## config.mk

```make
export PLATFORM = sky130hd
export DESIGN_NAME = ser_lsu_top
export DESIGN_NICKNAME = d
export VERILOG_FILES = /design/src/rtl/lsu_pkg.sv /design/src/rtl/lsu_bus_if.sv /design/src/rtl/lsu_sequencer.sv /design/src/rtl/ser_mem_if.sv /design/src/rtl/wb_ram.sv /design/src/rtl/ser_lsu_top.sv
export VERILOG_INCLUDE_DIRS = /design/src /design/src/include
export SDC_FILE = /design/constraint.sdc
export NUM_CORES = 2
export LEC_CHECK = 0
export BUFFER_PORTS_ARGS = -buffer_cell sky130_fd_sc_hd__buf_2
export CAP_MARGIN = 5
export CORE_ASPECT_RATIO = 0.7
export CORE_UTILIZATION = 63
export DETAILED_ROUTE_END_ITERATION = 7
export HOLD_SLACK_MARGIN = 0.03
export PLACE_DENSITY_LB_ADDON = 0.3
export SYNTH_ARGS = -nofsm -noshare
export SYNTH_HDL_FRONTEND = slang
export SYNTH_SLANG_ARGS = --single-unit
export TNS_END_PERCENT = 100
```

## constraint.sdc

```tcl
create_clock -name i_clk -period 3.1 [get_ports i_clk]
set_input_delay 0.465 -clock i_clk [delete_from_list [all_inputs] [get_ports i_clk]]
set_output_delay 0.465 -clock i_clk [all_outputs]
set_load 0.01 [all_outputs]
```

## src/include/lsu_defines.svh

```systemverilog
`ifndef LSU_DEFINES_SVH
`define LSU_DEFINES_SVH

// data word width.
`define LSU_DW 32

// ram word-address bits, 64 words.
`define LSU_RAM_AW 6

// serial counter, one step per data bit.
`define LSU_CNT_W 5

`endif

```

## src/rtl/lsu_pkg.sv

```systemverilog
package lsu_pkg;

   // riscv funct3 width codes for loads and stores.
   typedef enum logic [2:0] {
      LSU_B  = 3'd0,
      LSU_H  = 3'd1,
      LSU_W  = 3'd2,
      LSU_BU = 3'd4,
      LSU_HU = 3'd5
   } lsu_width_t;

   typedef enum logic [2:0] {
      ST_IDLE,
      ST_INIT,  // store data shifts into the byte lanes.
      ST_CHECK, // misalign flag is sampled.
      ST_BUS,   // single word access.
      ST_SHIFT, // load result shifts out.
      ST_DONE
   } seq_state_t;

endpackage

```

## src/rtl/lsu_bus_if.sv

```systemverilog
`timescale 1ns/1ps
`include "lsu_defines.svh"

interface lsu_bus_if;

   logic [`LSU_RAM_AW-1:0] adr;
   logic                   stb;
   logic                   we;
   logic [`LSU_DW-1:0]     dat;
   logic [`LSU_DW/8-1:0]   sel;
   logic [`LSU_DW-1:0]     rdt;
   logic                   ack;

   modport ctrl (output adr, output stb, input ack);

   modport data (output we, output dat, output sel, input rdt, input ack);

   modport mem (
      input  adr, stb, we, dat, sel,
      output rdt, ack
   );

endinterface

```

## src/rtl/lsu_sequencer.sv

```systemverilog
`timescale 1ns/1ps
`include "lsu_defines.svh"

module lsu_sequencer (
   input  logic                i_clk,
   input  logic                i_rst,
   input  logic                i_start,
   input  logic                i_store,
   input  lsu_pkg::lsu_width_t i_funct3,
   input  logic [31:0]         i_addr,
   input  logic [`LSU_DW-1:0]  i_wdata,
   input  logic                i_rd,
   input  logic                i_misalign,
   output logic                o_en,
   output logic                o_init,
   output logic [1:0]          o_bytecnt,
   output logic                o_rs2,
   output logic [1:0]          o_lsb,
   output logic                o_cmd,
   output lsu_pkg::lsu_width_t o_funct3,
   output logic                o_busy,
   output logic                o_done,
   output logic [`LSU_DW-1:0]  o_rdata,
   output logic                o_err_misalign,
   lsu_bus_if.ctrl             bus
);
   import lsu_pkg::*;

   seq_state_t            state;
   logic [`LSU_CNT_W-1:0] cnt;
   logic                  cnt_last;
   logic                  start_ok;
   logic                  store_r;
   lsu_width_t            funct3_r;
   logic [31:0]           addr_r;
   logic [`LSU_DW-1:0]    shreg;

   assign cnt_last = &cnt;
   assign start_ok = i_start & (state == ST_IDLE); // starts while busy are dropped.

   // ==================================================
   // state machine and serial counter
   // ==================================================
   always_ff @(posedge i_clk) begin
      if (i_rst) begin
         state          <= ST_IDLE;
         cnt            <= '0;
         o_err_misalign <= 1'b0;
      end else begin
         case (state)
            ST_IDLE: begin
               if (start_ok)
                  state <= ST_INIT;
            end
            ST_INIT: begin
               if (cnt_last)
                  state <= ST_CHECK;
            end
            ST_CHECK: state <= i_misalign ? ST_DONE : ST_BUS; // no access when misaligned.
            ST_BUS: begin
               if (bus.ack)
                  state <= store_r ? ST_DONE : ST_SHIFT;
            end
            ST_SHIFT: begin
               if (cnt_last)
                  state <= ST_DONE;
            end
            ST_DONE: state <= ST_IDLE;
            default: state <= ST_IDLE;
         endcase

         if (o_en)
            cnt <= cnt + 1'b1; // wraps to zero after each 32-bit pass.

         if (start_ok)
            o_err_misalign <= 1'b0;
         else if (state == ST_CHECK)
            o_err_misalign <= i_misalign;
      end
   end

   // ==================================================
   // command register and shift register
   // ==================================================
   // one register carries the store word out and the load word in.
   always_ff @(posedge i_clk) begin
      if (start_ok) begin
         store_r  <= i_store;
         funct3_r <= i_funct3;
         addr_r   <= i_addr;
         shreg    <= i_wdata;
      end else if (o_init) begin
         shreg <= {1'b0, shreg[`LSU_DW-1:1]}; // lsb first to the buffer.
      end else if (o_en) begin
         shreg <= {i_rd, shreg[`LSU_DW-1:1]}; // bit n lands in bit n after 32 steps.
      end
   end

   assign o_en      = (state == ST_INIT) | (state == ST_SHIFT);
   assign o_init    = (state == ST_INIT);
   assign o_bytecnt = cnt[`LSU_CNT_W-1 -: 2];
   assign o_rs2     = shreg[0];
   assign o_lsb     = addr_r[1:0];
   assign o_cmd     = store_r;
   assign o_funct3  = funct3_r;
   assign o_busy    = (state != ST_IDLE);
   assign o_done    = (state == ST_DONE);
   assign o_rdata   = shreg;

   assign bus.adr = addr_r[`LSU_RAM_AW+1:2]; // upper address bits are ignored.
   assign bus.stb = (state == ST_BUS);

endmodule

```

## src/rtl/ser_mem_if.sv

```systemverilog
`timescale 1ns/1ps

module ser_mem_if (
   input  logic                i_clk,
   input  logic                i_rst,
   input  logic                i_en,
   input  logic                i_init,
   input  logic [1:0]          i_bytecnt,
   input  logic                i_cmd,
   input  lsu_pkg::lsu_width_t i_funct3,
   input  logic                i_rs2,
   input  logic [1:0]          i_lsb,
   output logic                o_rd,
   output logic                o_misalign,
   lsu_bus_if.data             bus
);
   import lsu_pkg::*;

   logic [7:0] lane [0:3];
   logic [3:0] lane_en;
   logic [3:0] init_en;
   logic [3:0] wbyte;
   logic [1:0] bytepos;
   logic [1:0] dat_sel;
   logic       dat_cur;
   logic       dat_valid;
   logic       signbit;
   logic       is_word;
   logic       is_half;
   logic       is_byte;
   logic       is_signed;

   assign is_word   = (i_funct3 == LSU_W);
   assign is_half   = (i_funct3 == LSU_H) | (i_funct3 == LSU_HU);
   assign is_byte   = (i_funct3 == LSU_B) | (i_funct3 == LSU_BU);
   assign is_signed = (i_funct3 == LSU_B) | (i_funct3 == LSU_H);

   // ==================================================
   // load path
   // ==================================================
   assign dat_sel   = i_bytecnt[1] ? i_bytecnt : (i_bytecnt | bytepos);
   assign dat_cur   = lane[dat_sel][0];
   assign dat_valid = is_word | (i_bytecnt == 2'b00) | (is_half & ~i_bytecnt[1]);
   assign o_rd      = dat_valid ? dat_cur : (signbit & is_signed); // sign or zero fill.

   // ==================================================
   // store path
   // ==================================================
   // byte 0 goes to every lane, byte 1 to lanes 1 and 3 for aligned halves.
   assign wbyte[0] = (i_bytecnt == 2'd0);
   assign wbyte[1] = (i_bytecnt == 2'd1) & ~bytepos[0];
   assign wbyte[2] = (i_bytecnt == 2'd2) & ~bytepos[1];
   assign wbyte[3] = (i_bytecnt == 2'd3) & ~bytepos[1];

   assign init_en[0] = wbyte[0];
   assign init_en[1] = wbyte[0] | wbyte[1];
   assign init_en[2] = wbyte[0] | wbyte[2];
   assign init_en[3] = wbyte[0] | wbyte[1] | wbyte[3];

   always_comb begin
      for (int i = 0; i < 4; i++) begin
         lane_en[i] = i_en & (i_init ? init_en[i] : (dat_sel == i[1:0]));
      end
   end

   always_comb begin
      if (is_word)
         bus.sel = 4'b1111;
      else if (is_half)
         bus.sel = bytepos[1] ? 4'b1100 : 4'b0011;
      else
         bus.sel = 4'b0001 << bytepos;
   end

   assign bus.we  = i_cmd;
   assign bus.dat = {lane[3], lane[2], lane[1], lane[0]};

   always_ff @(posedge i_clk) begin
      for (int i = 0; i < 4; i++) begin
         if (bus.ack & ~bus.we)
            lane[i] <= bus.rdt[8*i +: 8]; // read word lands in all lanes.
         else if (lane_en[i])
            lane[i] <= {i_rs2, lane[i][7:1]};
      end
      if (i_init)
         bytepos <= i_lsb;
      if (dat_valid)
         signbit <= dat_cur; // last valid bit is the sign.
   end

   always_ff @(posedge i_clk) begin
      if (i_rst)
         o_misalign <= 1'b0;
      else
         o_misalign <= (bytepos[0] & ~is_byte) | (bytepos[1] & is_word);
   end

endmodule

```

## src/rtl/wb_ram.sv

```systemverilog
`timescale 1ns/1ps
`include "lsu_defines.svh"

module wb_ram (
   input  logic   i_clk,
   input  logic   i_rst,
   lsu_bus_if.mem bus
);

   localparam int DEPTH = 1 << `LSU_RAM_AW;

   logic [`LSU_DW-1:0] mem [0:DEPTH-1] = '{default: '0};
   logic               req;

   assign req = bus.stb & ~bus.ack; // a held strobe is served once.

   always_ff @(posedge i_clk) begin
      if (i_rst)
         bus.ack <= 1'b0;
      else
         bus.ack <= req;
   end

   always_ff @(posedge i_clk) begin
      if (req) begin
         if (bus.we) begin
            for (int b = 0; b < `LSU_DW/8; b++) begin
               if (bus.sel[b])
                  mem[bus.adr][8*b +: 8] <= bus.dat[8*b +: 8];
            end
         end
         bus.rdt <= mem[bus.adr];
      end
   end

endmodule

```

## src/rtl/ser_lsu_top.sv

```systemverilog
`timescale 1ns/1ps
`include "lsu_defines.svh"

module ser_lsu_top (
   input  logic                i_clk,
   input  logic                i_rst,
   input  logic                i_start,
   input  logic                i_store,
   input  lsu_pkg::lsu_width_t i_funct3,
   input  logic [31:0]         i_addr,
   input  logic [`LSU_DW-1:0]  i_wdata,
   output logic                o_busy,
   output logic                o_done,
   output logic [`LSU_DW-1:0]  o_rdata,
   output logic                o_misalign
);
   import lsu_pkg::*;

   logic       en;
   logic       init;
   logic [1:0] bytecnt;
   logic       rs2;
   logic [1:0] lsb;
   logic       cmd;
   lsu_width_t funct3;
   logic       rd;
   logic       misalign;

   lsu_bus_if bus ();

   lsu_sequencer u_seq (
      .i_clk          (i_clk),
      .i_rst          (i_rst),
      .i_start        (i_start),
      .i_store        (i_store),
      .i_funct3       (i_funct3),
      .i_addr         (i_addr),
      .i_wdata        (i_wdata),
      .i_rd           (rd),
      .i_misalign     (misalign),
      .o_en           (en),
      .o_init         (init),
      .o_bytecnt      (bytecnt),
      .o_rs2          (rs2),
      .o_lsb          (lsb),
      .o_cmd          (cmd),
      .o_funct3       (funct3),
      .o_busy         (o_busy),
      .o_done         (o_done),
      .o_rdata        (o_rdata),
      .o_err_misalign (o_misalign),
      .bus            (bus.ctrl)
   );

   ser_mem_if u_buf (
      .i_clk      (i_clk),
      .i_rst      (i_rst),
      .i_en       (en),
      .i_init     (init),
      .i_bytecnt  (bytecnt),
      .i_cmd      (cmd),
      .i_funct3   (funct3),
      .i_rs2      (rs2),
      .i_lsb      (lsb),
      .o_rd       (rd),
      .o_misalign (misalign),
      .bus        (bus.data)
   );

   wb_ram u_ram (
      .i_clk (i_clk),
      .i_rst (i_rst),
      .bus   (bus.mem)
   );

endmodule

```

==> run_results.csv <==
group,metric,value,unit
power_and_ir_drop,p_seq_share,53.4,%
critical_path,reg2reg_setup_slack,0.08,ns
power_and_ir_drop,power.switching_fraction,22.8,%
power_and_ir_drop,ir_worst_vdd,571,µV
global_route,grt_first_pass_wirelength,314000,µm
critical_path,timing.critical_path.to_type,"flop",
timing,max_freq,0.331,GHz
power_and_ir_drop,share_clk_of_total_power,37.7,%
yosys,syn_inst,4373,
timing,fin_worst_skew,0.0288,ns
layout,final.fill_count,7337,
timing,timing.final.ws_setup,0.0776,ns
clocking,cts_buf_count,187,
global_route,grt_most_used_layer,"met1",
yosys,synth_area_per_cell,19.1,µm²
timing,post-route-period-util,97.5,%
floorplan,starting_density,63.6,%
floorplan,die-width,437,µm
floorplan,die-height,306,µm
yosys,main_area_contributors_after_synthesis,"sky130_fd_sc_hd__edfxtp_1, sky130_fd_sc_hd__mux4_2, sky130_fd_sc_hd__mux2i_1, sky130_fd_sc_hd__a221oi_1, sky130_fd_sc_hd__nor2_1",
yosys,yosys.area_share.simple,3.06,%
global_route,grt_overflow,0,
placed_design,port-buffer-count,81,
timing,report.final.hold_viol_count,0,
yosys,synthMostInstantiatedCell,"sky130_fd_sc_hd__edfxtp_1",
timing,timing.final.max_slew_violations,0,
clocking,cts.path.max_buffers,3,
critical_path,worst-r2r-cell-count,7,
clocking,postCtsSetupBuffers,0,
route,remaining_drc_errors,108,
floorplan,coreArea,131000,µm²
yosys,post_synthesis_share_of_cell_area_spent_on_xor_and_xnor_gates,0.0420,%
yosys,synth_compound_gate_area_share,6.41,%
timing,timing.max_slew.rel_slack,21.5,%
yosys,synth_top_family_by_area,"multiplexers",
yosys,synth-seq-cells,2170,
floorplan,num_rows,111,
global_route,number_of_antenna_violations_at_the_first_check_in_global_routing,13,
power_and_ir_drop,power_density,654,nW/µm²
clocking,worst_setup_hold_path_clk_slew,0.06,ns
yosys,synth-adder-area-share,0.0300,%
hold_path,hold_start,"i_start",
hold_path,worst_hold_path.endpoint,"u_seq.o_err_misalign",
timing,finalSetupViolCount,0,
hold_path,holdPathStages,4,
power_and_ir_drop,power_leakage,0.0309,µW
route,drt_first_iter_violations,8428,
critical_path,timing.critical_path.required,3.62,ns
timing,setup_repair_after_global_routing_missed_its_margin,"false",
yosys,synthesis.nets,4446,
yosys,share_of_async_settable_or_async_resettable_flops_after_synthesis,0,%
critical_path,max_fanout_on_critical_path,75,
placed_design,place.gp.congestion,0.903,
route,drt.antenna.violating_nets,0,
route,num_vias,47200,
global_route,globalRouteMet1Util,49.2,%
clocking,clk-insertion-delay-late,0.82,ns
run,number_of_maximum_capacitance_constraint_violations,0,
timing,tightest_slew,1.17,ns
route,detail_route.vias_per_cell,6.97,
hold_path,worstHoldPathType,"in -> reg",
placed_design,detailed_place.area,88800,µm²
yosys,ys.warnings.count,0,
layout,stdcell_area,95400,µm²
yosys,synth_enable_flop_cells,2159,
yosys,mappedNetlistArea,83400,µm²
yosys,ys_dominant_reg_cell,"sky130_fd_sc_hd__edfxtp_1",
clocking,tritoncts_clock_tree,"done",
run_status,violations_in_the_final_reports,"DRC",
run_status,outcome,"finished, violations left",
yosys,synth_largest_area_cell,"sky130_fd_sc_hd__edfxtp_1",
clocking,root_buffer_master,"sky130_fd_sc_hd__clkbuf_16",
global_route,grt_util_met2,45.6,%
timing,fin_setup_tns,0,ns
power_and_ir_drop,power.switching,14200,µW
layout,area_growth,14.4,%
global_route,grt_start_max_net_pins,84,
route,totalWireLength,219000,µm
global_route,grtUsageTotal,33.0,%
floorplan,ioPinCount,106,
critical_path,r2r-start,"u_seq.addr_r[2]",
yosys,portion_of_the_post_synthesis_area_used_by_sequential_elements,78.0,%
power_and_ir_drop,power.total,62300,µW
power_and_ir_drop,internal_power,48100,µW
yosys,yosys.cell_types.count,71,
clocking,clock_sink_count,2170,
yosys,synth.cells.most_frequent,"sky130_fd_sc_hd__edfxtp_1, sky130_fd_sc_hd__nor2_1, sky130_fd_sc_hd__mux2i_1",
layout,proportion_of_layout_cells_with_a_drive_suffix_above_1,23.4,%
floorplan,die_area,134000,µm²
clocking,max_h_tree_level,4,
route,drt_pass1_iterations,8,
yosys,post_synth_mux_area_share,10.8,%
route,detail_routed_net_length_per_standard_cell,32.4,µm
placed_design,place_hpwl,135000,µm
layout,nets,4925,
placed_design,detailedPlace.worstSlack,0.0398,ns
global_route,global_route.usage.met3,10.7,%
global_route,first_global_vias,45500,
critical_path,critical_path.reg2reg.endpoint,"u_ram.bus.rdt[14]",
critical_path,critical_path_class,"reg -> reg",
timing,final_critical_period,3.02,ns
power_and_ir_drop,p_comb_share,8.9,%
critical_path,arrival,3.54,ns
yosys,yosysTopAreaCellShare,77.7,%
critical_path,worstSetupStartpointType,"flop",
flip-flops by register name, indices dropped and copies added (netlist names):
name / count
u_ram.bus.rdt: 32
u_seq.o_err_misalign: 1
u_seq.cnt: 5
u_ram.mem: 2048
u_buf.signbit: 1
u_buf.bytepos: 2
u_seq.o_rdata: 32
u_seq.o_funct3: 3
u_seq.o_cmd: 1
u_seq.state: 3
u_seq.addr_r: 8
u_buf.o_misalign: 1
u_ram.bus.ack: 1
u_buf.lane: 32
stage by stage:
step                hold WS [ns]  utilization, %  std cells
floorplan                  0.400               -       4373
global placement           0.428            67.7       6368
detailed placement         0.412            67.7       6368
CTS                       0.0575            72.7       6761
global route               0.112            72.7       6762
finish                    0.0975            72.8       6776
worst max path at each step:
stage | from | to | slack [ns] | cells past startpoint
after floorplan | u_seq.state[2] | u_seq.o_rdata[0] | 0.24 | 3
final | u_seq.addr_r[2] | u_ram.bus.rdt[14] | 0.08 | 7
after global routing | u_seq.addr_r[2] | u_ram.bus.rdt[14] | 0.06 | 7
after CTS | u_seq.addr_r[2] | u_ram.mem[63][3] | 0.02 | 8
after detailed placement | u_seq.addr_r[2] | u_ram.mem[63][4] | 0.04 | 8
after global placement | u_seq.addr_r[2] | u_ram.mem[63][13] | 0.1 | 8
critical path: stages (launching register included):
cell and delay [ns]:
sky130_fd_sc_hd__edfxtp_1 0.47, sky130_fd_sc_hd__buf_12 0.21, sky130_fd_sc_hd__and2_4 0.32, sky130_fd_sc_hd__buf_12 0.27
sky130_fd_sc_hd__a221oi_1 0.55, sky130_fd_sc_hd__o211ai_1 0.15, sky130_fd_sc_hd__a22oi_1 0.43, sky130_fd_sc_hd__nand4_1 0.20
cells by family (layout without fill, tap and decap cells):
family | after synthesis | after routing
xor gates and xnor gates | 4 | 4
other | 0 | 14
AOI/OAI and AO/OA | 717 | 717
DFF | 2170 | 2170
and+or+nand+nor | 587 | 587
adders and majority gates | 2 | 2
buffers and inverters | 311 | 949
muxes | 582 | 582
cells in the final DEF (no fill, tap or decap), types with 9 or more instances in the layout:
cell type                          n
sky130_fd_sc_hd__nor2b_1          12
sky130_fd_sc_hd__buf_2            81
sky130_fd_sc_hd__nor2_1          367
sky130_fd_sc_hd__buf_4           421
sky130_fd_sc_hd__a22oi_1         158
sky130_fd_sc_hd__buf_12           42
sky130_fd_sc_hd__clkbuf_16       196
sky130_fd_sc_hd__nand4_1          34
sky130_fd_sc_hd__o22ai_1         122
sky130_fd_sc_hd__diode_2          14
sky130_fd_sc_hd__edfxtp_1       2159
sky130_fd_sc_hd__nand2b_1         13
sky130_fd_sc_hd__clkbuf_1         41
sky130_fd_sc_hd__clkinvlp_4       10
sky130_fd_sc_hd__inv_1             9
sky130_fd_sc_hd__clkinv_2         37
sky130_fd_sc_hd__mux2_2           74
sky130_fd_sc_hd__bufinv_16        19
sky130_fd_sc_hd__o211ai_1         59
sky130_fd_sc_hd__o21ai_0          67
sky130_fd_sc_hd__clkinv_1         40
sky130_fd_sc_hd__nand2_1          97
sky130_fd_sc_hd__a21oi_1          22
sky130_fd_sc_hd__mux2i_1         261
sky130_fd_sc_hd__dfxtp_1          11
sky130_fd_sc_hd__nand3_1          10
sky130_fd_sc_hd__a221oi_1        238
sky130_fd_sc_hd__mux4_2          246
sky130_fd_sc_hd__dlygate4sd3_1    45
final cells by class:
cell class	count	area, µm²	area share, %
clock buffers	237	5060	5.30
well taps	1751	2190	2.30
flip-flops and latches	2170	65100	68.2
diodes	14	35.0	0.0367
multi-input cells	1892	17100	17.9
inverters	11	48.8	0.0511
clock inverters	111	1050	1.10
repair buffers	590	4880	5.12
power by group through the flow:
stage	sequential [µW]	clock [µW]	combinational (µW)
3_5_place_dp	33900	0	5320
5_1_grt	33300	24700	5790
3_3_place_gp	33900	0	5190
2_1_floorplan	34100	0	2910
4_1_cts	33300	23600	5420
6_report	33300	23500	5540
repair_timing:
item / CTS / global route
endpoints found under the hold margin: 54 / 0
endpoints found under the setup margin: 0 / 64
hold buffers: 45 / 0
resized for setup: 0 / 2
per-layer routing:
layer	vias to the layer above	wire, µm
met5	-	120
met4	18	8480
met3	491	33700
met2	3860	93900
met1	23800	83200
li1	19000	-
(Power assumes the default switching activity.)
